[src/rtl/rf_timing.sv]
`default_nettype none

module rf_timing #(
	parameter int cic_period = 33
) (
	input wire clk,
	input wire ctlr_ph_reset,
	input wire qsync_rx,
	input wire [1:0] use_fiber_iq,
	input wire [7:0] wave_samp_per,
	output logic iq,
	output logic sync,
	output logic sample_tick,
	output logic wave_strobe
);

	localparam int cic_w = $clog2(cic_period);

	logic [2:0] state;
	logic state_reset;
	logic [2:0] sync_state;
	logic [cic_w-1:0] cic_state;
	logic [7:0] wave_cnt;

	// Fiber link resyncs the divider
	assign state_reset = qsync_rx & use_fiber_iq[0];
	// Swapping slots flips handedness of the I/Q frame
	assign sync_state = use_fiber_iq[1] ? 3'd1 : 3'd2;

	// I/Q divider and feedback sync
	always_ff @(posedge clk) begin
		if (ctlr_ph_reset) begin
			state <= '0;
			sync <= 1'b0;
		end else begin
			if (state_reset)
				state <= sync_state;
			else
				state <= state + 3'd1;
			// One cycle after state 6
			sync <= (state == 3'd6);
		end
	end

	// Even states are I, odd are Q
	assign iq = state[0];

	// Sample tick divider and waveform decimation
	always_ff @(posedge clk) begin
		if (ctlr_ph_reset) begin
			cic_state <= '0;
			sample_tick <= 1'b0;
			wave_cnt <= '0;
		end else begin
			if (cic_state == cic_w'(cic_period - 1))
				cic_state <= '0;
			else
				cic_state <= cic_state + 1'b1;
			sample_tick <= (cic_state == '0);
			// Counter starts empty and loads on the first tick
			if (sample_tick) begin
				if (wave_cnt <= 8'd1)
					wave_cnt <= wave_samp_per;
				else
					wave_cnt <= wave_cnt - 8'd1;
			end
		end
	end

	// Only the tick where the count reads 1 feeds capture
	assign wave_strobe = sample_tick & (wave_cnt == 8'd1);

endmodule

`default_nettype wire

[config.mk]
export PLATFORM = sky130hd
export DESIGN_NAME = rf_timing
export DESIGN_NICKNAME = d
export VERILOG_FILES = /design/src/rtl/rf_timing.sv
export SDC_FILE = /design/constraint.sdc
export NUM_CORES = 1
export LEC_CHECK = 0
export BUFFER_PORTS_ARGS = -buffer_cell sky130_fd_sc_hd__buf_2
export CORE_MARGIN = 2
export CORE_UTILIZATION = 30
export CTS_BUF_LIST = sky130_fd_sc_hd__clkbuf_8
export DETAILED_ROUTE_END_ITERATION = 10
export GPL_ROUTABILITY_DRIVEN = 0
export HOLD_SLACK_MARGIN = 0.08
export PLACE_DENSITY = 0.52
export SYNTH_ARGS = -nofsm -noshare
export SYNTH_HDL_FRONTEND = slang
export SYNTH_SLANG_ARGS = --single-unit
[constraint.sdc]
create_clock -name clk -period 1.7 [get_ports clk]
set_clock_uncertainty 0.1 [all_clocks]
set_input_delay 0.085 -clock clk [delete_from_list [all_inputs] [get_ports clk]]
set_output_delay 0.085 -clock clk [all_outputs]
set_load 0.03 [all_outputs]
# After elaboration in Yosys (flattened, before gate mapping)
# Cells that the tools add are included.
# totals
input_bits	13
regBits	19
# classes
add_sub_neg	3
order_cmp	1
n_bitwise	2
muxes	3
eq_ne	3
reduce_logical	2
# ops
cell	count
8-bit by 1-bit equality test with 1-bit output (second input constant)	1
8-bit by 1-bit less-or-equal comparator with 1-bit output (second input constant)	1
8-bit two-way mux	1
8-bit by 1-bit subtractor with 8-bit output (second input constant)	1
6-bit by 1-bit adder with 6-bit output (second input constant)	1
6-bit equality test (second input constant)	1
6-bit logical NOT	1
3-bit by 1-bit adder with 3-bit output (second input constant)	1
3-bit equality test (second input constant)	1
3-bit two-way mux	1
1-bit AND	2
2-bit two-way mux	1
2-bit OR reduction	1

# Depth between registers and ports, before layout
# depth
ltp_word	2
ltp_mapped	6

# Worst setup path before layout
# No wires, ideal clock.
# synth_path
path_type	reg2reg
start	reg sample_tick
end	reg wave_cnt[6]
path_stages_with_launch	5
period_less_slack_ns	1.809
setup_time_ns	0.091
path_buffers	0
t_arrival_ns	1.618
setup_slack_ns	-0.109
path_cell_list	dfxtp_1 or3b_4 a2111oi_4 o21ai_1 a311oi_1
# synth_lines
item	line_no	rtl
start: declaration	13	output logic sample_tick,
start signal: assignment	59	sample_tick <= (cic_state == '0);
end signal: assignment	63	wave_cnt <= wave_samp_per;
end signal: assignment	65	wave_cnt <= wave_cnt - 8'd1;
end: declaration	23	logic [7:0] wave_cnt;

# Worst setup path in the final report
# layout_path
start	reg wave_cnt[2]
end	reg wave_cnt[6]
# layout_between
elab_chain_cells	2
elab_cells_between_ends	3
# layout_rtl
item	line_no	rtl
8-bit by 1-bit subtractor with 8-bit output / 8-bit by 1-bit less-or-equal comparator with 1-bit output (equally long branches)	65, 62	
8-bit two-way mux *	62	if (wave_cnt <= 8'd1)
# Mark *: on every way between the ends. The rest lies on a longest branch, timed or not.
# A chain may end at the register's enable or synchronous reset.

==> results.cfg <==
[status]
outcome = finished, final reports clean

[synthesis]
seq_area_frac_synth_pct = 39.3
syn_area_sq_um = 968
yosys-mux-area-fraction_pct = 3.10
yosysMostFrequentCell = dfxtp_1
synth_top_area_share_pct = 39.3
synth_cell_types = 35
synth-compound-area-share_pct = 18.0
ys_async_sr_fraction_pct = 0
netlist_top_cells_area = dfxtp_1 39%, ha_1 7.8%, nor2_1 6.2%
synth_fa_ha_area_share_pct = 7.75
yosys_warnings = 0
syn_inst = 109
synth_top_family_by_area = simple AND/OR/NAND/NOR gates
syn_avg_cell_area_sq_um = 8.88
synth_xor_xnor_area_share_pct = 4.52
synthFlopType = dfxtp_1
synthSimpleGateAreaFrac_pct = 23.1
ys_ff_latch = 19
synth_edf_count = 0
synth_nets = 128
synth_top_cell_by_area = dfxtp_1
synth_common_cells = 19 x dfxtp_1, 16 x nor2_1, 10 x inv_1

[routing]
drt_iter0_drc = 25
routed_wl_mm = 2.29
wl_per_cell_microns = 11.9
vias = 896
drt.antenna.violating_nets = 0
via_per_inst = 4.64
drc = 0
first_pass_iters = 4

[worst_setup_path]
cpMaxStageDelayCell = or3b_4
path_cells = or3b_4, a2111oi_4, o21ai_1, a311oi_1
cp.required_ps = 1770
crit_fanout = 4
criticalPathCategory = flip-flop to flip-flop
worstSetupEndpointType = flip-flop
critical_path.max_stage_delay_ps = 440
cp_data_arrival_time_ps = 1690
start_kind = flip-flop

[timing]
fin_crit_ps = 1620
tns_ps = 0
finalCritPeriodShare_pct = 95.0
slew_headroom_pct = 72.7
setup_viol = 0
hold_violations = 0
max_freq_ghz = 0.619
rsz0062_at_grt = yes
worstMarginPinSlew_ps = 404
slew_viol_final = 0

[global_routing]
grt_usage_pct = 13.4
grt_pass1_wl_mm = 3.77
antenna_found_initial = 0
grt_max_degree = 17
grt_pass1_vias = 865
overflow = 0

[cells_and_area]
drive_gt1_share_pct = 29.5
area_delta_synth_final_pct = 43.7
antenna_cells = 0
fin_nets = 169

[run]
maxCapViolCount = 0

[floorplanning]
core_area_sq_um = 3050
dieArea_sq_um = 3700
die_h_microns = 60.8
die_w_microns = 60.8
ios = 17
fp-row-count = 20
start_util_pct = 31.7

[power]
irDropWorstVdd_mv = 0.514
power.density_nw_per_um2 = 1040
leakagePower_nw = 0.599
total_power_mw = 1.45

[clock_network]
clk-insertion-delay-late_ps = 260
cts_max_level = 1
cts_tree = yes
clk_path_buf_depth = 2
cts_buffers = 3
cts.sinks = 19
clkTransAtPathRegs_ps = 70
cts-root-buf = clkbuf_8

[place]
io_buffer_count = 16
hpwl_mm = 1.61

[worst_hold_path]
hp-class = input port to flip-flop
-- registers in the layout, indices dropped and copies added, names as in the netlist --
name	count
wave_cnt	8
state	3
cic_state	6
sample_tick	1
sync	1
-- power by group --
group	internal (mW)	leakage, nW	switching, mW
clock	0.163	0.0255	0.158
combinational	0.299	0.416	0.273
sequential	0.497	0.157	0.0550
-- cell families (layout without fill, tap and decap cells) --
group	after synthesis	in the layout
compound gates	22	22
xor+xnor	5	5
simple gates	43	43
mux	3	3
fa+ha+maj	6	6
buf+inv	11	51
flops	19	19
-- routing by layer --
layer	up-vias	GRT usage, %	part of all wire (%)
met2	16	22.6	49
met4	0	2.80	0.44
met5	-	0	0
met3	2	3.84	4.0
met1	412	17.1	47
li1	466	-	-
-- final timing paths --
kind	startpoint	slack, ps	depth (start not counted)	end
max	wave_cnt[2]$_SDFFE_PP0P_	80	4	wave_cnt[6]$_SDFFE_PP0P_
min	wave_samp_per[7]	90	3	wave_cnt[7]$_SDFFE_PP0P_
max reg2reg	wave_cnt[2]$_SDFFE_PP0P_	80	4	wave_cnt[6]$_SDFFE_PP0P_
min reg2reg	state[2]$_SDFF_PP0_	350	2	sync$_SDFF_PP0_
-- critical path: cells and delay by family, from the launching register on --
| kind | cells | cell delay (ps) |
|---|---|---|
| compound gates | 3 | 640 |
| flops | 1 | 360 |
| simple gates | 1 | 440 |
-- what timing repair did --
action / 4_1_cts / 5_1_grt
setup endpoints to repair: 0 / 9
buffers inserted: 0 / 0
resized for setup: 0 / 16
endpoints found under the hold margin: 9 / 0
hold buffers: 11 / 0
-- per-stage QoR --
| step | cells | instance area [sq um] | worst slack, ps | hold slack (ps) | utilization [%] |
|---|---|---|---|---|---|
| after CTS | 193 | 1330 | 0.106 | 80.3 | 43.6 |
| after global routing | 193 | 1390 | -26.4 | 100 | 45.6 |
| after detailed placement | 178 | 1180 | 31.2 | 256 | 38.5 |
| after global placement | 178 | 1180 | 68.7 | 252 | 38.5 |
| final | 193 | 1390 | 84.8 | 86.3 | 45.6 |
| after floorplan | 109 | 970 | 36.5 | 57.1 | - |
-- cell usage in the layout, fill, tap and decap left out, drive strengths merged, types with 4 or more instances in the layout --
master	synthesis	final
dfxtp	19	19
inv	10	10
dlygate4sd3	0	11
ha	6	6
nor3b	4	4
nand2	6	6
buf	0	26
o21ai	5	5
nor2	16	16
a211oi	4	4
-- layout make-up --
type / count / area (sq um)
Clock buffer: 3 / 41.3
Clock inverter: 1 / 5.00
Fill cell: 316 / 1660
Inverter: 10 / 40.0
Multi-Input combinational cell: 79 / 596
Sequential cell: 19 / 387
Tap cell: 44 / 55.1
Timing Repair Buffer: 37 / 268
(Power assumes the default switching activity.)
