==> config.mk <==
export PLATFORM = sky130hd
export DESIGN_NAME = drive_filter
export DESIGN_NICKNAME = d
export VERILOG_FILES = /design/src/common/rf_ctl_pkg.sv /design/src/rtl/drive_filter.sv
export SDC_FILE = /design/constraint.sdc
export NUM_CORES = 1
export LEC_CHECK = 0
export ABC_AREA = 1
export BUFFER_PORTS_ARGS = -buffer_cell sky130_fd_sc_hd__buf_4
export CAP_MARGIN = 20
export CORE_AREA = 2 2 137 139
export CTS_CLUSTER_SIZE = 12
export DETAILED_ROUTE_END_ITERATION = 6
export DIE_AREA = 0 0 139 141
export GPL_TIMING_DRIVEN = 0
export SYNTH_ARGS = -nofsm -noshare
export SYNTH_HDL_FRONTEND = slang
export SYNTH_SLANG_ARGS = --single-unit
==> constraint.sdc <==
create_clock -name clk -period 2.5 [get_ports clk]
set_clock_uncertainty 0.05 [all_clocks]
set_input_delay 0.25 -clock clk [delete_from_list [all_inputs] [get_ports clk]]
set_output_delay 0.25 -clock clk [all_outputs]
set_load 0.005 [all_outputs]
==> src/common/rf_ctl_pkg.sv <==
`default_nettype none

package rf_ctl_pkg;

	// Field ADC sample straight from the converter
	typedef logic signed [15:0] adc_t;

	// Interleaved I/Q word
	// Feedback input, feedback output and drive all use it
	typedef logic signed [17:0] iq_t;

	// LO cosine or sine
	typedef logic signed [17:0] lo_t;

	// One DAC sample
	typedef logic signed [15:0] dac_t;

	// DDS phase step and accumulator
	typedef logic [31:0] phase_t;

	// Proportional gain, 8 fraction bits
	typedef logic signed [15:0] gain_t;

	// Fraction bits of gain_t
	localparam int gain_frac_bits = 8;

	// Index width of the LO table, 32 entries
	localparam int lo_tab_bits = 5;

	// Feedback core waits for the first sync
	// so the I/Q slot alignment is known before it drives
	typedef enum logic {
		fdbk_idle,
		fdbk_run
	} fdbk_state_e;

endpackage

`default_nettype wire

==> src/rtl/drive_filter.sv <==
`default_nettype none

module drive_filter #(
	parameter int lp_shift = 3
) (
	input wire clk,
	input wire ctlr_ph_reset,
	input wire iq,
	input wire rf_ctl_pkg::iq_t x,
	output rf_ctl_pkg::iq_t y
);

	// Extra fraction bits so the loop settles on x
	localparam int aw = 18 + lp_shift;

	logic signed [aw-1:0] acc [2];
	logic signed [aw-1:0] x_w;
	logic signed [aw:0] diff;
	logic signed [aw:0] diff_r;
	logic signed [aw:0] step;
	logic signed [aw-1:0] sum;
	logic iq_r;

	// Input aligned to accumulator scale
	assign x_w = x <<< lp_shift;

	// Stage 1
	// Error against this slot's accumulator
	assign diff = x_w - acc[iq];

	always_ff @(posedge clk) begin
		diff_r <= diff;
		iq_r <= iq;
	end

	// Stage 2
	// Same slot comes back after two clocks, update is in place by then
	assign step = diff_r >>> lp_shift;
	assign sum = acc[iq_r] + step[aw-1:0];

	always_ff @(posedge clk) begin
		if (ctlr_ph_reset) begin
			acc[0] <= '0;
			acc[1] <= '0;
		end else begin
			acc[iq_r] <= sum;
		end
	end

	// Output drops the fraction bits
	always_ff @(posedge clk) begin
		y <= sum[aw-1:lp_shift];
	end

endmodule

`default_nettype wire

**Word level (Yosys, flattened, before mapping)**

Memory sizes are Yosys's and may differ from the RTL's. A register that Yosys moved wholly into a read port is not among the register bits.
Index checks and enable logic that the tools add are counted.

- Word-level logic and storage cells: 13
- Register bits after elaboration: 41
- Memory bits (writable): 42
- Memories: 1

Memory list:

| name | depth | bits a word | rd ports | clocked after memory_dff | write ports | RTL line | text |
|---|---|---|---|---|---|---|---|
| acc | 2 | 21 | 2 | 1 | 2 | drive_filter.sv:16 | `logic signed [aw-1:0] acc [2];` |

- Add/sub/neg operators: 2
- Mux-type cells: 6
- Reductions and logical operators: 1

Operators by type and width:

| cell | number |
|---|---|
| 21-bit by 21-bit subtractor with 22-bit output | 1 |
| 21-bit adder | 1 |
| 21-bit two-way mux | 1 |
| 21-bit OR reduction | 1 |
| 1-bit two-way mux | 5 |

**Logic depth before layout (Yosys ltp)**

- Depth in word-level cells: 3
- Depth in mapped cells: 17

**Worst setup path after synthesis**

No wires, ideal clock.

- Path type: register to register
- Start: register iq_r
- End: memory acc[1][19] (netlist bit) (data pin)
- Period minus slack after synthesis: 2.320 ns
- Library setup time: 0.296 ns
- Slack: 0.180 ns
- Path buffers: 2
- Cell stages (with the launch flop): 15
- Arrival: 1.975 ns
- Cell sequence: dfxtp_1 inv_1 buf_6 clkbuf_1 nand2_1 o21ai_0 ha_1 nand2_1 nor2_1 nand2_1 nand3b_1 nand3_1 nand2_1 nand2_1 nor2_1

RTL lines:

| element | RTL line | text |
|---|---|---|
| from (decl) | drive_filter.sv:22 | `logic iq_r;` |
| from (signal assigned) | drive_filter.sv:33 | `iq_r <= iq;` |
| to (decl) | drive_filter.sv:16 |  |

==> key figures <==
Status
  – Status: finished, final reports clean

Routing
  – Initial DRC Count: between 200 and 300
  – DRC Markers: 0
  – 1st-pass router iterations: 7
  – Antenna-violating nets left: 0
  – DR WL/cell: between 10 and 15 um
  – Final WL: between 15000 and 20000 um
  – Via count: around 5000
  – Vias per cell: 4.67

Power
  – LEAKAGE: 3.31 nW
  – Peak supply drop: between 400 and 500 uV
  – Overall power: 8.11 mW
  – P per Cell Area: roughly 1200 nW/um^2

Clocking
  – CTS tree: yes
  – CTS root buf: clkbuf_16
  – Cts bufs inserted: 9
  – Clock latency on the worst-skew pair: 0.34 ns
  – CTS H-tree lvls: 3
  – CTS Buffer Depth: 2
  – Clk sink count: 80
  – Clock slew seen by the registers of the worst setup and hold paths: roughly 0.06 ns

Setup path
  – Critical Path Start Type: flip-flop
  – Worst r2r src: iq_r
  – Cells on worst reg2reg path: 14
  – Critical path class: flip-flop to flip-flop
  – WP data required: between 2 and 3 ns
  – Worst EP arrival: ~2.5 ns
  – Flop-to-flop setup slack: roughly 0.069 ns
  – Max Fanout on Critical Path: 10
  – CP Capture Type: flip-flop
  – R2r endpoint: acc[1][19]

Die
  – Die H: about 140 um
  – Initial Utilization: between 20% and 30%
  – Die area: 19600 um^2
  – Row count: 50
  – Horiz. Die Dim: between 100 and 150 um
  – Core Area: between 15000 and 20000 um^2
  – I/O pin count: 39

Timing
  – Worst-Margin Slew: approximately 0.74 ns
  – Setup violations, final: 0
  – Slew HR: 50.7%
  – Fmax: ~400 MHz
  – Final-report max-slew violation count: 0
  – Tcrit/Tclk final: a little over nine tenths
  – RSZ-0062 raised after global routing: yes
  – Worst hold slack: between 0.2 and 0.3 ns
  – Endpoints failing hold: 0
  – Final TNS setup: 0 ns
  – Post-route minimum period: about 2.4 ns

Layout
  – Layout area overhead: 27.2%
  – Diodes inserted: 0
  – Core Util, Final: between 30% and 40%
  – Layout cells sized above 1: between 20% and 30%
  – Nets: between 800 and 900
  – Post-route cell area: around 6800 um^2

Synthesis
  – Yosys Warn Count: 0
  – Post-Syn Instances: between 700 and 800
  – Post-Syn Area: 5320 um^2
  – Register bit total from synthesis: 80
  – Yosys cell types: 33
  – Mean cell area of the mapped netlist: a little over 7 um^2
  – Post-synthesis sequential area ratio: between 30% and 40%
  – Syn Nets: about 820

Global route
  – Vias in the first global route: roughly 4700
  – First-pass GRT wire length: 23300 um
  – Pin count of the biggest net entering global routing: 31
  – All-Layer GR Usage: between 10% and 20%
  – Congestion Overflow GR: 0
  – Initial antenna violation count: 0

Placed design
  – Gpl congestion: roughly 0.91
  – Hpwl dp: ~12000 um
  – Post-Place Cell Area: between 5000 and 6000 um^2
  – PortBufs: 38

Worst hold path
  – Hold_sp: x[3]
  – Hold Crit Depth: 3
  – Sink of the worst hold path: diff_r[6]
  – Worst hold path type: input port to flip-flop

Job
  – Max Cap Viol: 0
==> kinds of logic (layout without fill, tap and decap cells) <==
kind of cell,after synthesis,after routing,synth area share [%]
buffers and inverters,126,202,9.10
AND/OR/NAND/NOR,395,395,30.9
flip-flops,80,80,38.0
XOR/XNOR,16,16,2.63
AO/OA/AOI/OAI,99,99,10.0
adder cells (fa/ha/maj),39,39,9.31
==> Yosys cell counts (all sizes together) <==
library cell	n	area, um^2
nand4	9	56.3
nor3	3	20.0
xor2	6	52.6
o21ai	52	275
nand3	38	195
inv	114	428
fa	1	20.0
a21o	1	7.51
clkbuf	7	26.3
o21a	1	7.51
a21oi	39	199
dfxtp	38	761
buf	5	30.0
xnor2	10	87.6
ha	38	475
nand2	246	951
edfxtp	42	1260
and2	5	31.3
nand3b	8	60.1
nor2	86	333
o21bai	6	45.0
==> final cells by class <==
| type | count | area, um^2 |
|---|---|---|
| buffer | 12 | 83.8 |
| inverter | 114 | 428 |
| fill | 1926 | 11500 |
| clock inverter | 4 | 22.5 |
| clock buffer | 12 | 236 |
| timing repair buffer | 60 | 495 |
| multi-input combinational | 549 | 3180 |
| tap | 234 | 293 |
| sequential | 80 | 2030 |
==> registers in the layout (all words and copies together), names as in the netlist <==
name,flops
iq_r,1
acc,42
diff_r,19
y,18
==> power breakdown <==
group	total (mW)	internal, mW	leakage (nW)	switching, mW
Combinational	4.73	1.86	2.40	2.87
Clock	1.17	0.667	0.126	0.499
Sequential	2.21	1.98	0.783	0.231
Total	8.11	4.50	3.31	3.60
==> critical path: stages, from the launching register on <==
cell and delay (ns):
dfxtp_4 0.36, inv_1 0.06, buf_6 0.14, buf_6 0.14, nand2_1 0.06, o21ai_0 0.09, ha_2 0.43, nand2_4 0.11
nor2_4 0.15, and2_4 0.16, nand3b_1 0.10, nand3_1 0.11, nand2_1 0.07, nand2_2 0.09, nor2_1 0.04
==> cells in the final DEF, fill, tap and decap left out, drive strengths merged <==
cell type / instances
clkinvlp: 1
ha: 38
o21bai: 6
clkinv: 3
dlygate4sd3: 1
buf: 65
nand3: 38
a21oi: 39
fa: 1
inv: 114
nor3: 3
dfxtp: 38
nand3b: 8
and2: 5
edfxtp: 42
o21ai: 52
nand2: 246
xor2: 6
clkbuf: 18
a21o: 1
xnor2: 10
nor2: 86
o21a: 1
nand4: 9
==> worst max path at each step <==
| stage | startpoint | cells after the start | to |
|---|---|---|---|
| global placement | iq | 13 | diff_r[19] |
| detailed placement | iq | 13 | diff_r[19] |
| CTS | iq_r | 15 | acc[0][17] |
| global route | iq_r | 14 | acc[0][19] |
| floorplan | iq_r | 14 | acc[1][19] |
| finish | iq_r | 14 | acc[1][19] |
==> stage by stage <==
step,setup WS [ns],instances
after floorplan,0.180,755
after global placement,-0.454,1027
after CTS,-0.0189,1045
final,0.0693,1065
after global routing,-0.0840,1065
after detailed placement,-0.460,1027
==> metal layers <==
| metal | track usage, % | up-vias | wire length [um] |
|---|---|---|---|
| met2 | 26.1 | 97 | 7230 |
| met3 | 2.24 | 17 | 539 |
| met1 | 19.7 | 2308 | 7090 |
| met4 | 4.41 | 0 | 259 |
| li1 | - | 2553 | - |
| met5 | 0 | - | 0 |
==> what timing repair did <==
item | in CTS | in global routing
gates resized for setup | 34 | 93
pin swaps | 5 | 35
gates cloned | 0 | 1
setup buffers | 1 | 19
endpoints found under the setup margin | 56 | 51
hold buffers | 1 | 0
hold endpoints to repair | 1 | 0
No activity file was read; power rests on OpenSTA's default activity.
