[config.mk]
export PLATFORM = sky130hd
export DESIGN_NAME = if_upconvert
export DESIGN_NICKNAME = d
export VERILOG_FILES = /design/src/common/rf_ctl_pkg.sv /design/src/rtl/if_upconvert.sv
export SDC_FILE = /design/constraint.sdc
export NUM_CORES = 2
export LEC_CHECK = 0
export BUFFER_PORTS_ARGS = -buffer_cell sky130_fd_sc_hd__buf_2
export CORE_MARGIN = 2
export CORE_UTILIZATION = 58
export CTS_BUF_LIST = sky130_fd_sc_hd__clkbuf_4
export CTS_CLUSTER_DIAMETER = 150
export DETAILED_ROUTE_END_ITERATION = 16
export MAX_ROUTING_LAYER = met4
export PLACE_DENSITY = 0.77
export SYNTH_ARGS = -nofsm -noshare
export SYNTH_HDL_FRONTEND = slang
export SYNTH_SLANG_ARGS = --single-unit
[constraint.sdc]
create_clock -name clk -period 21.7 [get_ports clk]
set_input_delay 1.085 -clock clk [delete_from_list [all_inputs] [get_ports clk]]
set_output_delay 1.085 -clock clk [all_outputs]
set_load 0.005 [all_outputs]
[src/common/rf_ctl_pkg.sv]
`default_nettype none

package rf_ctl_pkg;

	// Field ADC sample straight from the converter
	typedef logic signed [15:0] adc_t;

	// Interleaved I/Q word
	// Feedback input, feedback output and drive all use it
	typedef logic signed [17:0] iq_t;

	// LO cosine or sine
	typedef logic signed [17:0] lo_t;

	// One DAC sample
	typedef logic signed [15:0] dac_t;

	// DDS phase step and accumulator
	typedef logic [31:0] phase_t;

	// Proportional gain, 8 fraction bits
	typedef logic signed [15:0] gain_t;

	// Fraction bits of gain_t
	localparam int gain_frac_bits = 8;

	// Index width of the LO table, 32 entries
	localparam int lo_tab_bits = 5;

	// Feedback core waits for the first sync
	// so the I/Q slot alignment is known before it drives
	typedef enum logic {
		fdbk_idle,
		fdbk_run
	} fdbk_state_e;

endpackage

`default_nettype wire

[src/rtl/if_upconvert.sv]
`default_nettype none

module if_upconvert (
	input wire clk,
	input wire ctlr_ph_reset,
	input wire iq,
	input wire rf_ctl_pkg::iq_t drive,
	input wire rf_ctl_pkg::lo_t cos_lo,
	input wire rf_ctl_pkg::lo_t sin_lo,
	output rf_ctl_pkg::dac_t dac1_out0,
	output rf_ctl_pkg::dac_t dac1_out1,
	output rf_ctl_pkg::dac_t dac2_out0,
	output rf_ctl_pkg::dac_t dac2_out1
);

	// Shift down by 17 and clip to DAC range
	function automatic rf_ctl_pkg::dac_t dac_clip(input logic signed [36:0] v);
		logic signed [19:0] s;
		s = v[36:17];
		if (s > 20'sd32767)
			return 16'sh7fff;
		else if (s < -20'sd32768)
			return 16'sh8000;
		else
			return s[15:0];
	endfunction

	rf_ctl_pkg::lo_t cos_b;
	rf_ctl_pkg::lo_t sin_b;
	rf_ctl_pkg::iq_t i_r;
	rf_ctl_pkg::iq_t q_r;
	logic pair_rdy;
	logic signed [36:0] mix1;
	logic signed [36:0] mix2;
	rf_ctl_pkg::dac_t dac1_r;
	rf_ctl_pkg::dac_t dac2_r;

	// Flags the cycle after Q was taken
	always_ff @(posedge clk) begin
		if (ctlr_ph_reset)
			pair_rdy <= 1'b0;
		else
			pair_rdy <= iq;
	end

	always_ff @(posedge clk) begin
		// LO up by 1/16 to restore full scale
		cos_b <= cos_lo + (cos_lo >>> 4);
		sin_b <= sin_lo + (sin_lo >>> 4);
		// Pair capture
		if (iq)
			q_r <= drive;
		else
			i_r <= drive;
		if (pair_rdy) begin
			dac1_r <= dac_clip(mix1);
			dac2_r <= dac_clip(mix2);
		end
	end

	// Single sideband rotation
	assign mix1 = i_r * cos_b - q_r * sin_b;
	assign mix2 = i_r * sin_b + q_r * cos_b;

	// Both DAC phases carry the same sample
	assign dac1_out0 = dac1_r;
	assign dac1_out1 = dac1_r;
	assign dac2_out0 = dac2_r;
	assign dac2_out1 = dac2_r;

endmodule

`default_nettype wire

== Yosys cells after proc, flatten, opt, wreduce, memory -nomap -nowiden ==
Index checks and enable logic that the tools add are counted.

* Register bits after elaboration: 105
* Output and inout port bits: 64
* Word-level logic and storage cells: 21

* $add $sub $neg: 4
* Multipliers: 4
* Magnitude comparators: 4
* Multiplexer cells: 2

{| class="wikitable"
|+ Operators by type and width
! operator !! count
|-
| 18-bit by 18-bit multiplier with 36-bit output || 4
|-
| 20-bit by 16-bit greater-than comparator with 1-bit output (second input constant) || 2
|-
| 20-bit by 16-bit < comparator with 1-bit output (second input constant) || 2
|-
| 36-bit by 36-bit adder with 37-bit output || 1
|-
| 36-bit by 36-bit subtractor with 37-bit output || 1
|-
| 18-bit by 14-bit adder with 18-bit output || 2
|-
| 16-bit 2-to-1 mux || 2
|}

== Depth between registers and ports, before layout ==
* Word-level depth: 4
* Depth in mapped cells: 31
* Depth with buffers taken out: 28

== Worst setup path after synthesis ==
No wires, ideal clock.

* Path type: register -> register
* From: register i_r[17]
* To: register dac2_r[11], in the netlist dac2_out0[11], data pin
* Arrival time: 7699 ps
* Required time: 21446 ps
* Setup slack: 13747 ps
* Stages on the path, launching flop included: 28
* Period minus slack after synthesis: 7953 ps
* Path through: edfxtp_1 clkbuf_1 clkbuf_1 nand2_1 inv_1 fa_1 fa_1 fa_1 inv_1 fa_1 inv_1 fa_1 fa_1 fa_1 inv_1 fa_1 inv_1 ha_1 a21o_1 a21o_1 a21oi_1 inv_1 or4_1 o2111ai_2 o311ai_4 a41o_4 buf_6 a21o_1

* Longest elaborated chain between the ends: 4
* Elaborated cells on any way between the ends: 5
* Those cells by class: add/sub: 1; mul: 1; order compare: 2; mux: 1

{| class="wikitable"
|+ RTL lines
! element !! line !! text
|-
| from (decl) || if_upconvert.sv:30 || <nowiki>rf_ctl_pkg::iq_t i_r;</nowiki>
|-
| from (signal assigned) || if_upconvert.sv:54 || <nowiki>i_r <= drive;</nowiki>
|-
| 18-bit by 18-bit multiplier with 36-bit output * || if_upconvert.sv:63 || <nowiki>assign mix2 = i_r * sin_b + q_r * cos_b;</nowiki>
|-
| 36-bit by 36-bit adder with 37-bit output * || if_upconvert.sv:63 ||
|-
| 20-bit by 16-bit < comparator with 1-bit output || if_upconvert.sv:22 || <nowiki>else if (s < -20'sd32768)</nowiki>
|-
| 16-bit 2-to-1 mux || if_upconvert.sv:22 ||
|-
| to (signal assigned) || if_upconvert.sv:57 || <nowiki>dac2_r <= dac_clip(mix2);</nowiki>
|-
| to (decl) || if_upconvert.sv:36 || <nowiki>rf_ctl_pkg::dac_t dac2_r;</nowiki>
|}

Every way passes the cells marked *; elsewhere a longest branch is shown, timed or not.
A chain may end at the register's enable or synchronous reset.

== Worst setup path in the final report ==
* From: register q_r[17]
* To: register dac1_r[7], in the netlist dac1_out0[7], data pin

* Longest elaborated chain between the ends: 4
* Elaborated cells on any way between the ends: 5
* Those cells by class: add/sub: 1; mul: 1; order compare: 2; mux: 1

{| class="wikitable"
|+ RTL lines
! element !! line !! text
|-
| from (decl) || if_upconvert.sv:31 || <nowiki>rf_ctl_pkg::iq_t q_r;</nowiki>
|-
| from (signal assigned) || if_upconvert.sv:52 || <nowiki>q_r <= drive;</nowiki>
|-
| 18-bit by 18-bit multiplier with 36-bit output * || if_upconvert.sv:62 || <nowiki>assign mix1 = i_r * cos_b - q_r * sin_b;</nowiki>
|-
| 36-bit by 36-bit subtractor with 37-bit output * || if_upconvert.sv:62 ||
|-
| 20-bit by 16-bit < comparator with 1-bit output || if_upconvert.sv:22 ||
|-
| 16-bit 2-to-1 mux || if_upconvert.sv:22 ||
|-
| to (signal assigned) || if_upconvert.sv:56 || <nowiki>dac1_r <= dac_clip(mix1);</nowiki>
|-
| to (decl) || if_upconvert.sv:35 || <nowiki>rf_ctl_pkg::dac_t dac1_r;</nowiki>
|}

Marked as above.

==> results.json <==
{
  "slew_violations": 0,
  "post-route-min-period_ns": 9.72,
  "first_pass_iters": 8,
  "ys_warn_count": 0,
  "fin_cells": 6634,
  "via_per_inst": 5.36,
  "n_fill_cell": 7531,
  "finalSetupViolCount": 0,
  "required_ns": 22.25,
  "wl_per_cell_um": 18.3,
  "die_x_um": 307,
  "clk_pin_slew_worst_paths_ns": 0.24,
  "synth_common_cells": "1542 x inv_1, 1470 x fa_1, 714 x nand2_1",
  "grt_pass1_wl_mm": 207,
  "root_buffer": "clkbuf_4",
  "hold_viol_final": 0,
  "holdPathStages": 2,
  "use_met3_pct": 3.70,
  "status": "completed",
  "cp_num_buf_inv": 5,
  "cts.repair.resized": 0,
  "io_pins": 121,
  "numCtsBuffers": 9,
  "grt_max_degree": 38,
  "cp-end-kind": "flop",
  "fmax_mhz": 103,
  "syn_avg_cell_area_um2": 9.59,
  "reg2reg_from": "q_r[17]",
  "track_usage_pct": 29.1,
  "row_count": 111,
  "syn2layout_area_growth_pct": 2.83,
  "critPathTopFamily": "adder cells",
  "start_util_pct": 58.3,
  "grtUsageMet1_pct": 36.2,
  "cts_tree": "done",
  "grt_antenna_before_repair": 3,
  "drtIter0Drc": 2271,
  "hold_path_end": "pair_rdy",
  "synth.most_common_cell": "inv_1",
  "clock_skew_ns": 0.0650,
  "globalplace.congestion": 0.883,
  "cp_max_fo": 36,
  "drive_above_1_share_pct": 4.55,
  "clock_latency_ns": 0.70,
  "cts_sinks": 105,
  "post_cts_buffers": 0,
  "r2r-end": "dac1_out0[7]",
  "synthTopCellsByArea": "fa_1 55%, inv_1 11%, ha_1 8.2%",
  "synth-seq-cells": 105,
  "vias": 35600,
  "finalWirelength_mm": 121,
  "rsz0062_at_grt": "no",
  "chipHeight_um": 307,
  "max_stage_delay_ns": 0.67,
  "synth_area_um2": 53200,
  "yosysSeqAreaShare_pct": 5.23,
  "reg2reg_slack_ns": 11.98,
  "slowest_stage": "a21oi_1",
  "cp-start-kind": "flop",
  "route.antenna.remaining_nets": 0,
  "dp.cells": 6615,
  "critical_path_arrival_ns": 10.27,
  "htreeDepth": 3,
  "max-clock-path-buffers": 2,
  "drv_cap": 0,
  "rr_worst_depth": 25,
  "hold_path.class": "in -> reg",
  "ys_async_sr_fraction_pct": 0,
  "synth_area_leader_cell": "fa_1",
  "core_um2": 91200,
  "synth_ff_type": "edfxtp_1",
  "hold_buffers": 0,
  "synth_cells": 5545,
  "portBuffers": 120,
  "min_from": "ctlr_ph_reset",
  "syn_nets": 7422,
  "grt_util_met2_pct": 49.0,
  "crit_top_cell": "fa_1",
  "overflow": 0,
  "synth_top_area_share_pct": 55.3,
  "grt-busiest-layer": "met2",
  "criticalPathCategory": "reg -> reg",
  "ys_types": 75,
  "fin_nets": 7317,
  "period_share_pct": 44.8,
  "dp_hpwl_mm": 94.9,
  "tns_ns": 0,
  "synth_edf_count": 68,
  "slew_headroom_pct": 30.7,
  "route.detailed.drc": 0,
  "grt_pass1_vias": 40200,
  "die_area_um2": 94100,
  "worstMarginPinSlew_ns": 1.04
}
[worst reg2reg max path, cell delays in order, from the launching register on]
cell      delay [ns]
edfxtp_1        0.38
buf_4           0.37
nand2_1         0.53
inv_1           0.60
fa_1            0.54
fa_1            0.47
fa_1            0.54
inv_1           0.05
fa_1            0.48
fa_1            0.47
fa_1            0.42
fa_1            0.51
inv_1           0.05
fa_1            0.47
inv_1           0.04
ha_1            0.35
nand2_1         0.15
nor3_1          0.39
nand4_1         0.27
a21oi_1         0.67
o21ai_0         0.37
a41o_1          0.39
o21a_1          0.20
a311oi_2        0.32
o21a_2          0.41
a31o_2          0.17
[state kept, by name, indices dropped and copies added (netlist names)]
name	cells
cos_b	18
dac1_out0	16
dac2_out0	16
i_r	18
pair_rdy	1
q_r	18
sin_b	18
[cells by family (layout without fill, tap and decap cells)]
family	after synthesis	in the layout	synth area share, %
adders and majority gates	1820	1820	63.6
xor gates and xnor gates	104	104	1.71
and+or+nand+nor	1470	1470	13.4
buffers and inverters	1855	1755	13.4
muxes	2	2	0.0376
other	0	3	0
DFF	105	105	5.23
AOI/OAI and AO/OA	189	189	2.62
[metrics by stage]
step	worst slack, ns	hold WS (ns)	instance area [um^2]	util (%)
2_1_floorplan	13.75	0.930	53200	-
3_3_place_gp	12.41	0.909	54500	59.7
3_5_place_dp	12.14	0.937	54500	59.7
4_1_cts	12.06	0.520	54700	59.9
5_1_grt	11.51	0.559	54700	59.9
6_report	11.98	0.563	54700	59.9
[layer usage]
metal,vias up,part of all wire (%)
met5,-,0
met4,0,4.6
met3,256,6.7
met2,1299,51
met1,18600,38
li1,15400,-
[placed cells by master (no fill, tap or decap), types with 6 or more instances in the layout]
cell type / n
inv_1: 1542
fa_1: 1470
nand2_1: 714
and2_1: 534
ha_1: 350
buf_2: 120
nor2_1: 106
buf_4: 77
xnor2_1: 73
edfxtp_1: 68
a21oi_1: 48
a21o_1: 39
o21ai_0: 33
dfxtp_1: 33
xor2_1: 31
nand2b_1: 27
nand3_1: 19
nor3_1: 17
nor2b_1: 12
nand4_1: 10
clkbuf_4: 10
o21bai_1: 6
[worst max path at each step]
stage,slack [ns],depth (start not counted),startpoint,end
finish,11.98,25,q_r[17],dac1_out0[7]
floorplan,13.75,27,i_r[17],dac2_out0[11]
global placement,12.41,24,sin_b[17],dac1_out0[4]
global route,11.51,25,q_r[17],dac1_out0[7]
detailed placement,12.14,25,q_r[17],dac1_out0[7]
CTS,12.06,25,q_r[17],dac1_out0[4]
[area by class of cell]
class                   count  area, um^2  share of cell area (%)
multi-input cells        3585       43300                    79.1
inverters                1542        5790                    10.6
flip-flops and latches    105        2790                    5.10
well taps                1186        1480                    2.71
repair buffers            197        1180                    2.16
clock inverters             6        81.3                   0.149
clock buffers              10        75.1                   0.137
diodes                      3        7.51                  0.0137
Power is not shown: default switching activity piles up to over one toggle a cycle in this logic, so the estimate is an artifact.
