<file path="src/common/rf_ctl_pkg.sv">
`default_nettype none

package rf_ctl_pkg;

	// Field ADC sample straight from the converter
	typedef logic signed [15:0] adc_t;

	// Interleaved I/Q word
	// Feedback input, feedback output and drive all use it
	typedef logic signed [17:0] iq_t;

	// LO cosine or sine
	typedef logic signed [17:0] lo_t;

	// One DAC sample
	typedef logic signed [15:0] dac_t;

	// DDS phase step and accumulator
	typedef logic [31:0] phase_t;

	// Proportional gain, 8 fraction bits
	typedef logic signed [15:0] gain_t;

	// Fraction bits of gain_t
	localparam int gain_frac_bits = 8;

	// Index width of the LO table, 32 entries
	localparam int lo_tab_bits = 5;

	// Feedback core waits for the first sync
	// so the I/Q slot alignment is known before it drives
	typedef enum logic {
		fdbk_idle,
		fdbk_run
	} fdbk_state_e;

endpackage

`default_nettype wire

</file>
<file path="src/rtl/field_downconvert.sv">
`default_nettype none

module field_downconvert (
	input wire clk,
	input wire ctlr_ph_reset,
	input wire rf_ctl_pkg::adc_t a_field,
	input wire iq,
	input wire rf_ctl_pkg::lo_t cos_lo,
	input wire rf_ctl_pkg::lo_t sin_lo,
	output rf_ctl_pkg::iq_t field_xy
);

	// DC tracker holds its estimate in the upper half
	logic signed [31:0] dc_acc;
	logic signed [16:0] washed;
	logic signed [16:0] washed_r;
	rf_ctl_pkg::lo_t lo_r;
	logic signed [34:0] mix;

	// One extra bit so the subtraction cannot wrap
	assign washed = {a_field[15], a_field} - {dc_acc[31], dc_acc[31:16]};

	// Time constant about 2^16 clocks
	always_ff @(posedge clk) begin
		if (ctlr_ph_reset)
			dc_acc <= '0;
		else
			dc_acc <= dc_acc + {{15{washed[16]}}, washed};
	end

	// Stage 1
	// Hold washed sample and pick the LO channel for this slot
	always_ff @(posedge clk) begin
		washed_r <= washed;
		lo_r <= iq ? sin_lo : cos_lo;
	end

	// Full precision product
	assign mix = washed_r * lo_r;

	// Stage 2
	// LO peak is below 2^17, so bits above 33 carry only sign
	always_ff @(posedge clk) begin
		field_xy <= mix[33:16];
	end

endmodule

`default_nettype wire

</file>
<file path="config.mk">
export PLATFORM = sky130hd
export DESIGN_NAME = field_downconvert
export DESIGN_NICKNAME = d
export VERILOG_FILES = /design/src/common/rf_ctl_pkg.sv /design/src/rtl/field_downconvert.sv
export SDC_FILE = /design/constraint.sdc
export NUM_CORES = 1
export LEC_CHECK = 0
export BUFFER_PORTS_ARGS = -buffer_cell sky130_fd_sc_hd__buf_2
export CAP_MARGIN = 30
export CORE_MARGIN = 4
export CORE_UTILIZATION = 30
export CTS_CLUSTER_DIAMETER = 40
export DETAILED_ROUTE_END_ITERATION = 6
export PLACE_DENSITY_LB_ADDON = 0.08
export SYNTH_ARGS = -nofsm -noshare
export SYNTH_HDL_FRONTEND = slang
export SYNTH_SLANG_ARGS = --single-unit
</file>
<file path="constraint.sdc">
create_clock -name clk -period 10.1 [get_ports clk]
set_input_delay 2.02 -clock clk [delete_from_list [all_inputs] [get_ports clk]]
set_output_delay 2.02 -clock clk [all_outputs]
set_load 0.005 [all_outputs]
</file>
### Yosys cells after proc, flatten, opt, wreduce, memory -nomap -nowiden

Index checks and enable logic that the tools add are counted.

* logic and storage cells: 8
* output and inout port bits: 18
* input port bits: 55
* flip-flop bits (word level): 85

* multiply operators: 1
* multiplexer cells: 1
* add/subtract/negate cells: 2

Operators by type and width (count)
* $mul 17x18->34: 1
* $add 32x32->32: 1
* $mux 18: 1
* $sub 16x16->17: 1

### Longest topological paths before layout

Gate-level depths: netlist of run 1.

* depth after elaboration: 2
* gate-level depth with buffers: 24
* gate-level depth less buffers: 23

### Worst setup path after synthesis of run 1

No wires, ideal clock.

* kind: input port to flip-flop
* start point: input a_field[0]
* end point: register dc_acc[30]
* arrival time: 6231 ps
* setup slack: 3741 ps
* library setup time: 128 ps
* required time: 9972 ps
* path buffers: 1
* cell stages on the path: 21
* cells stage by stage: inv_1 > ha_1 > inv_1 > fa_1 > a211oi_1 > o21a_1 > o31ai_4 > o41ai_4 > o21ai_2 > o2bb2ai_1 > ha_1 > clkbuf_1 > a21o_1 > a21o_1 > a21oi_1 > o21ai_0 > a41oi_4 > o21ai_2 > o41ai_2 > xor2_1 > nor2_1

* cells in the longest elaborated chain, start to end: 2

RTL lines
* from (decl): line field_downconvert.sv:6 `input wire rf_ctl_pkg::adc_t a_field,`
* $sub 16x16->17: line field_downconvert.sv:21 `assign washed = {a_field[15], a_field} - {dc_acc[31], dc_acc[31:16]};`
* named net washed[16]: line field_downconvert.sv:15 `logic signed [16:0] washed;`
* $add 32x32->32: line field_downconvert.sv:28 `dc_acc <= dc_acc + {{15{washed[16]}}, washed};`
* to (signal assigned): line field_downconvert.sv:28
* to (decl): line field_downconvert.sv:14 `logic signed [31:0] dc_acc;`

The timed path passes the listed nets, and every way through them passes these cells.
A chain may end at the register's enable or synchronous reset.

### Worst setup path in the final report of run 1

* start point: register washed_r[12]
* end point: register field_xy[14]

* cells in the longest elaborated chain, start to end: 1

RTL lines
* from (decl): line field_downconvert.sv:16 `logic signed [16:0] washed_r;`
* from (signal assigned): line field_downconvert.sv:34 `washed_r <= washed;`
* $mul 17x18->34: line field_downconvert.sv:39 `assign mix = washed_r * lo_r;`
* named net mix[30]: line field_downconvert.sv:18 `logic signed [34:0] mix;`
* to (signal assigned): line field_downconvert.sv:44 `field_xy <= mix[33:16];`
* to (decl): line field_downconvert.sv:10 `output rf_ctl_pkg::iq_t field_xy`

The timed path passes the listed nets, and every way through them passes these cells.

==> results.txt, run 1 <==
#FFs+latches synth -> 85
Synth top area cells -> fa_1 (41%), dfxtp_1 (11%), ha_1 (11%)
Drt first-iter violations -> 370
CTS clk-pin slew, worst paths -> 0.07 ns
Die Wd -> 232.2 um
HP Class -> register to register
Num CTS Buffers -> 9
Max-cap violations -> 0
Post-cts resize count -> 0
Initial cell density of the core -> 0.3054
TritonCTS clock tree -> built
Gr ovfl total -> 0
CTS root buf -> clkbuf_16
Drt first pass iters -> 4
Vias in the first global route -> 11631
Area of the mapped netlist -> 15070 um^2
Via/cell ratio -> 4.428
Antenna Cells -> 0
Via Count -> 10229
Total wire length -> 37.17 mm
Largest fanout on the critical path -> 18
First-pass GRT wire length -> 62.93 mm
# setup viols final -> 0
GR Util met1 -> 0.1978
Gp weighted congestion -> 0.7828
WL/cell -> 16.09 um
Final setup TNS -> 0 ns
Sequential area share after synthesis -> 0.1129
Syn Inst Count -> 1604
Critical path class -> register to register
Main synth FF type -> dfxtp_1
Clock Tree Buf Depth -> 2
PortBufs -> 72
Placed insts -> 2294
CTS Sinks -> 85
H-tree levels -> 3
Cell taking the most area after synthesis -> fa_1
Status -> finished clean
Gr busiest metal -> met2
Clock Latency Late Sink -> 0.37 ns
Max-slew headroom -> 0.3425
CTS Hold Bufs -> 0
Yosys Warn Count -> 0
RSZ-0062 raised after global routing -> false
Detail Route Antenna Nets -> 0
CP arrival -> 7.25 ns
Io pins -> 73
Synth async-reset ratio -> 0
Die H -> 232.2 um
Min Tclk post-route -> 7.001 ns
CP Capture Type -> register
Met2 GRT Util -> 0.2647
Layout Area Growth over Synthesis -> 8.864%
Non-filler cells, final -> 2310
Post-synthesis cell type count -> 66
Mean Syn Cell Area -> 9.398 um^2
Postcts setup bufs -> 0
Area post-placement -> 16110 um^2
Required time of the critical path -> 10.35 ns
Final Instance Area -> 16410 um^2
Final period util -> 0.6932
Crit path launch type -> register
Clk_skew -> 0.01581 ns
Post-Syn Nets -> 2093
Core box area -> 49360 um^2
Pin count of the biggest net entering global routing -> 34
Share of layout cells above drive strength 1 -> 0.07898
Initial antenna violation count -> 1
Die area -> 53900 um^2
Fin. Hold Viols -> 0
Slew Viols, Final -> 0
Gr usage total -> 0.1496
Worst-margin pin slew -> 0.9850 ns
Fmax -> 0.1428 GHz
Number of enable flip-flop cells after synthesis -> 0
Net count, final -> 2130
Synth top area share -> 0.4064
Cell Rows -> 81
Drc violations -> 0
Final HPWL from detailed placement -> 31.12 mm
Met3 Resource Use GR -> 0.01607
critical path, cell delays in order, from the launching register on:
cell and delay, ns:
dfxtp_1 0.96, nand2_1 0.18, fa_1 0.54, inv_1 0.05
fa_1 0.56, fa_1 0.45, fa_1 0.47, fa_1 0.49
inv_1 0.05, fa_1 0.47, inv_1 0.04, ha_1 0.30
a21oi_1 0.21, nor3b_1 0.38, nand4_1 0.42, a311oi_2 0.54
o21ai_1 0.21, a31oi_1 0.29, o21ai_1 0.12, xnor2_1 0.13
cells by family after synthesis:
kind of cell    synth area share
flops                     0.1129
buf+inv                   0.1011
mux                      0.01411
simple gates              0.1462
compound gates           0.07479
fa+ha+maj                 0.5126
xor+xnor                 0.03835
path summary, 6_finish.rpt:
path / startpoint / to / slack (ns) / depth (start not counted)
worst max-delay path: washed_r[12]$_DFF_P_ / field_xy[14]$_DFF_P_ / 3.10 / 19
worst min-delay path: dc_acc[0]$_SDFF_PP0_ / dc_acc[0]$_SDFF_PP0_ / 0.57 / 2
worst max register to register: washed_r[12]$_DFF_P_ / field_xy[14]$_DFF_P_ / 3.10 / 19
worst min register to register: dc_acc[0]$_SDFF_PP0_ / dc_acc[0]$_SDFF_PP0_ / 0.57 / 2
metal layers:
layer / wire, um / vias up
met5: 0 / -
li1: - / 4933
met4: 470 / 0
met2: 18810 / 104
met1: 16870 / 5171
met3: 1008 / 21
cell usage after synthesis, types with 3 or more instances:
| cell type | count |
|---|---|
| nor3_1 | 12 |
| nor2b_1 | 10 |
| o21ai_1 | 11 |
| xor2_1 | 21 |
| a21oi_1 | 36 |
| mux2_2 | 18 |
| and3_1 | 10 |
| and2_1 | 147 |
| nor2_1 | 62 |
| o21ai_2 | 3 |
| o21bai_1 | 7 |
| nand3_1 | 14 |
| inv_1 | 356 |
| o211ai_1 | 4 |
| dfxtp_1 | 85 |
| o21ai_0 | 14 |
| o21a_1 | 7 |
| xnor2_1 | 45 |
| nand2_1 | 164 |
| clkbuf_1 | 49 |
| a21o_1 | 22 |
| a211oi_1 | 9 |
| nand2b_1 | 9 |
| fa_1 | 306 |
| nand4_1 | 3 |
| a31oi_1 | 3 |
| ha_1 | 128 |
flip-flops by register name (all words and copies together), names as in the netlist:
name / count
field_xy: 18
dc_acc: 32
washed_r: 17
lo_r: 18
area by class of cell:
cell class | instances | area [um^2]
Clock buffer | 12 | 246.5
Clock inverter | 4 | 56.30
Fill cell | 5203 | 32950
Inverter | 356 | 1336
Multi-Input combinational cell | 1113 | 11850
Sequential cell | 85 | 1702
Tap cell | 664 | 830.8
Timing Repair Buffer | 76 | 390.4
metrics by stage:
| step | utilization | setup WS (ns) | hold WS (ns) |
|---|---|---|---|
| after global routing | 0.3325 | 2.653 | 0.6108 |
| after global placement | 0.3264 | 3.150 | 0.5459 |
| after floorplan | - | 3.741 | 0.5150 |
| after detailed placement | 0.3264 | 3.085 | 0.5621 |
| final | 0.3325 | 3.099 | 0.5715 |
| after CTS | 0.3325 | 3.038 | 0.5791 |
cell usage in the layout, fill, tap and decap left out, drive strengths merged, types with 38 or more instances in the layout:
| master | Yosys | routed |
|---|---|---|
| buf | 1 | 76 |
| ha | 128 | 128 |
| a21oi | 38 | 38 |
| and2 | 147 | 147 |
| dfxtp | 85 | 85 |
| nand2 | 164 | 164 |
| inv | 356 | 357 |
| fa | 306 | 306 |
| xnor2 | 45 | 45 |
| nor2 | 62 | 62 |
Power of run 1 is left out: the tool's default activity adds up to more than one toggle a clock period on the data nets, which glitch-free logic cannot reach.
==> inputs of run 2 (changes only) <==
==> constraint.sdc (replaced) <==
create_clock -name clk -period 7.1 [get_ports clk]
set_input_delay 1.42 -clock clk [delete_from_list [all_inputs] [get_ports clk]]
set_output_delay 1.42 -clock clk [all_outputs]
set_load 0.005 [all_outputs]
==> results.txt, run 2 (synthesis results as in run 1) <==
Crit path largest cell delay -> 0.94 ns (-0.02 ns)
CP arrival -> 6.89 ns (-0.36 ns)
# setup viols final -> 0 (unchanged)
Layout Area Growth over Synthesis -> 10.46%
Max-cap violations -> 0 (unchanged)
Gr ovfl total -> 0 (unchanged)
CTS Hold Bufs -> 0 (unchanged)
Drc violations -> 0 (unchanged)
Cell Rows -> 81 (unchanged)
Die H -> 232.2 um (unchanged)
First-pass GRT wire length -> 62.95 mm (about the same)
Status -> finished clean
Die Wd -> 232.2 um (unchanged)
WL/cell -> 16.28 um (+1.2%)
Postcts setup bufs -> 0 (unchanged)
Final HPWL from detailed placement -> 32.43 mm (+4.2%)
Initial antenna violation count -> 0 (-1)
HP Class -> register to register
CP Capture Type -> register
TritonCTS clock tree -> built
Clk_skew -> 0.01191 ns (-0.003898 ns)
Worst Setup SP -> washed_r[11]$_DFF_P_
Slew Viols, Final -> 0 (unchanged)
H-tree levels -> 3 (unchanged)
Slowest-stage cell, CP -> dfxtp_1
Fmax -> 0.1508 GHz (+5.6%)
Required time of the critical path -> 7.36 ns (-2.99 ns)
Post-cts resize count -> 0 (unchanged)
Commonest non-fill, non-tap cell in the layout -> inv_1
Pin count of the biggest net entering global routing -> 34 (unchanged)
Max-slew headroom -> 0.3703 (+0.02786)
Via Count -> 10450 (+2.2%)
Num CTS Buffers -> 9 (unchanged)
Gp weighted congestion -> 0.8042 (+2.7%)
Final setup TNS -> 0 ns (unchanged)
CTS Sinks -> 85 (unchanged)
CP most frequent cell -> fa_1
PortBufs -> 72 (unchanged)
Io pins -> 73 (unchanged)
Share of layout cells above drive strength 1 -> 0.09666 (+0.01768)
Gr usage total -> 0.1510 (+0.001423)
Largest fanout on the critical path -> 18 (unchanged)
Vias in the first global route -> 11659 (+0.24%)
Cells along the critical path -> nand2_1 > fa_1 > inv_1 > fa_1 > fa_1 > fa_1 > fa_1 > inv_1 > fa_1 > inv_1 > ha_1 > a21oi_1 > nor3b_1 > nand4_1 > a311oi_2 > buf_4 > o21ai_1 > a31oi_1 > o21ai_1 > xnor2_1
Largest register FFs -> 32 (unchanged)
Initial cell density of the core -> 0.3054 (unchanged)
Crit path launch type -> register
Min Tclk post-route -> 6.632 ns (-0.3695 ns)
R2R Path Start -> washed_r[11]$_DFF_P_
CTS root buf -> clkbuf_16
Net count, final -> 2160 (+1.4%)
R2R setup slack -> 0.47 ns (-2.63 ns)
Drt first-iter violations -> 412 (+11%)
R2R depth -> 20 (+1)
Critical path class -> register to register
Worst-margin pin slew -> 0.9432 ns (-0.04174 ns)
Die area -> 53900 um^2 (unchanged)
Total wire length -> 38.11 mm (+2.6%)
Worst R2R End -> field_xy[14]$_DFF_P_
Largest register by flop count -> dc_acc
Drt first pass iters -> 4 (unchanged)
Detail Route Antenna Nets -> 0 (unchanged)
Clock Latency Late Sink -> 0.37 ns (about the same)
Via/cell ratio -> 4.464 (+0.81%)
FILL cells -> 5164 (-0.75%)
Clock Tree Buf Depth -> 2 (unchanged)
RSZ-0062 raised after global routing -> false
Regs by FF count -> dc_acc (32), field_xy (18), lo_r (18)
Worst setup endpoint -> field_xy[14]$_DFF_P_
Core box area -> 49360 um^2 (unchanged)
Final period util -> 0.9341 (+0.2409)
CTS clk-pin slew, worst paths -> 0.07 ns (about the same)
Fin. Hold Viols -> 0 (unchanged)
Leading cell types in the layout, fill and taps excluded -> inv_1 (356), fa_1 (306), nand2_1 (164), and2_1 (147), ha_1 (128)
[run 2: worst min path at each step]
| stage | start | endpoint | slack, ns | cells after the start |
|---|---|---|---|---|
| 6_report | dc_acc[0]$_SDFF_PP0_ | dc_acc[0]$_SDFF_PP0_ | 0.57 | 2 |
| 2_1_floorplan | dc_acc[16]$_SDFF_PP0_ | washed_r[0]$_DFF_P_ | 0.52 | 2 |
| 3_5_place_dp | dc_acc[0]$_SDFF_PP0_ | dc_acc[0]$_SDFF_PP0_ | 0.55 | 2 |
| 5_1_grt | dc_acc[0]$_SDFF_PP0_ | dc_acc[0]$_SDFF_PP0_ | 0.65 | 2 |
| 3_3_place_gp | dc_acc[0]$_SDFF_PP0_ | dc_acc[0]$_SDFF_PP0_ | 0.54 | 2 |
| 4_1_cts | dc_acc[0]$_SDFF_PP0_ | dc_acc[0]$_SDFF_PP0_ | 0.58 | 2 |
[run 2: metrics by stage]
stage          utilization  instances  worst slack, ns  cell area (um^2)  hold slack, ns
5_1_grt             0.3373       2340          0.09681             16650          0.6491
4_1_cts             0.3373       2340           0.4484             16650          0.5764
3_3_place_gp        0.3309       2324           0.5082             16330          0.5444
6_report            0.3374       2341           0.4680             16650          0.5708
2_1_floorplan            -       1604            1.057             15070          0.5150
3_5_place_dp        0.3309       2324           0.4928             16330          0.5530
[run 2: area by class of cell]
cell class                      count  area, um^2  share of cell area
Multi-Input combinational cell   1113       11850              0.7116
Sequential cell                    85        1702              0.1022
Inverter                          356        1336             0.08025
Tap cell                          664       830.8             0.04989
Timing Repair Buffer              106       615.6             0.03697
Clock buffer                       10       239.0             0.01435
Clock inverter                      6       76.32            0.004584
Antenna cell                        1       2.502           0.0001503
[run 2: per-layer routing]
layer  GRT usage  share of wire  up-vias
li1            -              -     4999
met1      0.1963           0.45     5293
met2      0.2643           0.50      133
met3     0.02220          0.032       25
met4     0.03774          0.015        0
met5           0              0        -
[run 2: critical path, delay by kind of cell, from the launching register on]
family,cells,cell delay [ns]
XOR/XNOR,1,0.12
buffers and inverters,4,0.32
AO/OA/AOI/OAI,5,1.03
flip-flops,1,0.94
adder cells (fa/ha/maj),7,3.38
AND/OR/NAND/NOR,3,0.72
Power of run 2 is left out for the same reason.
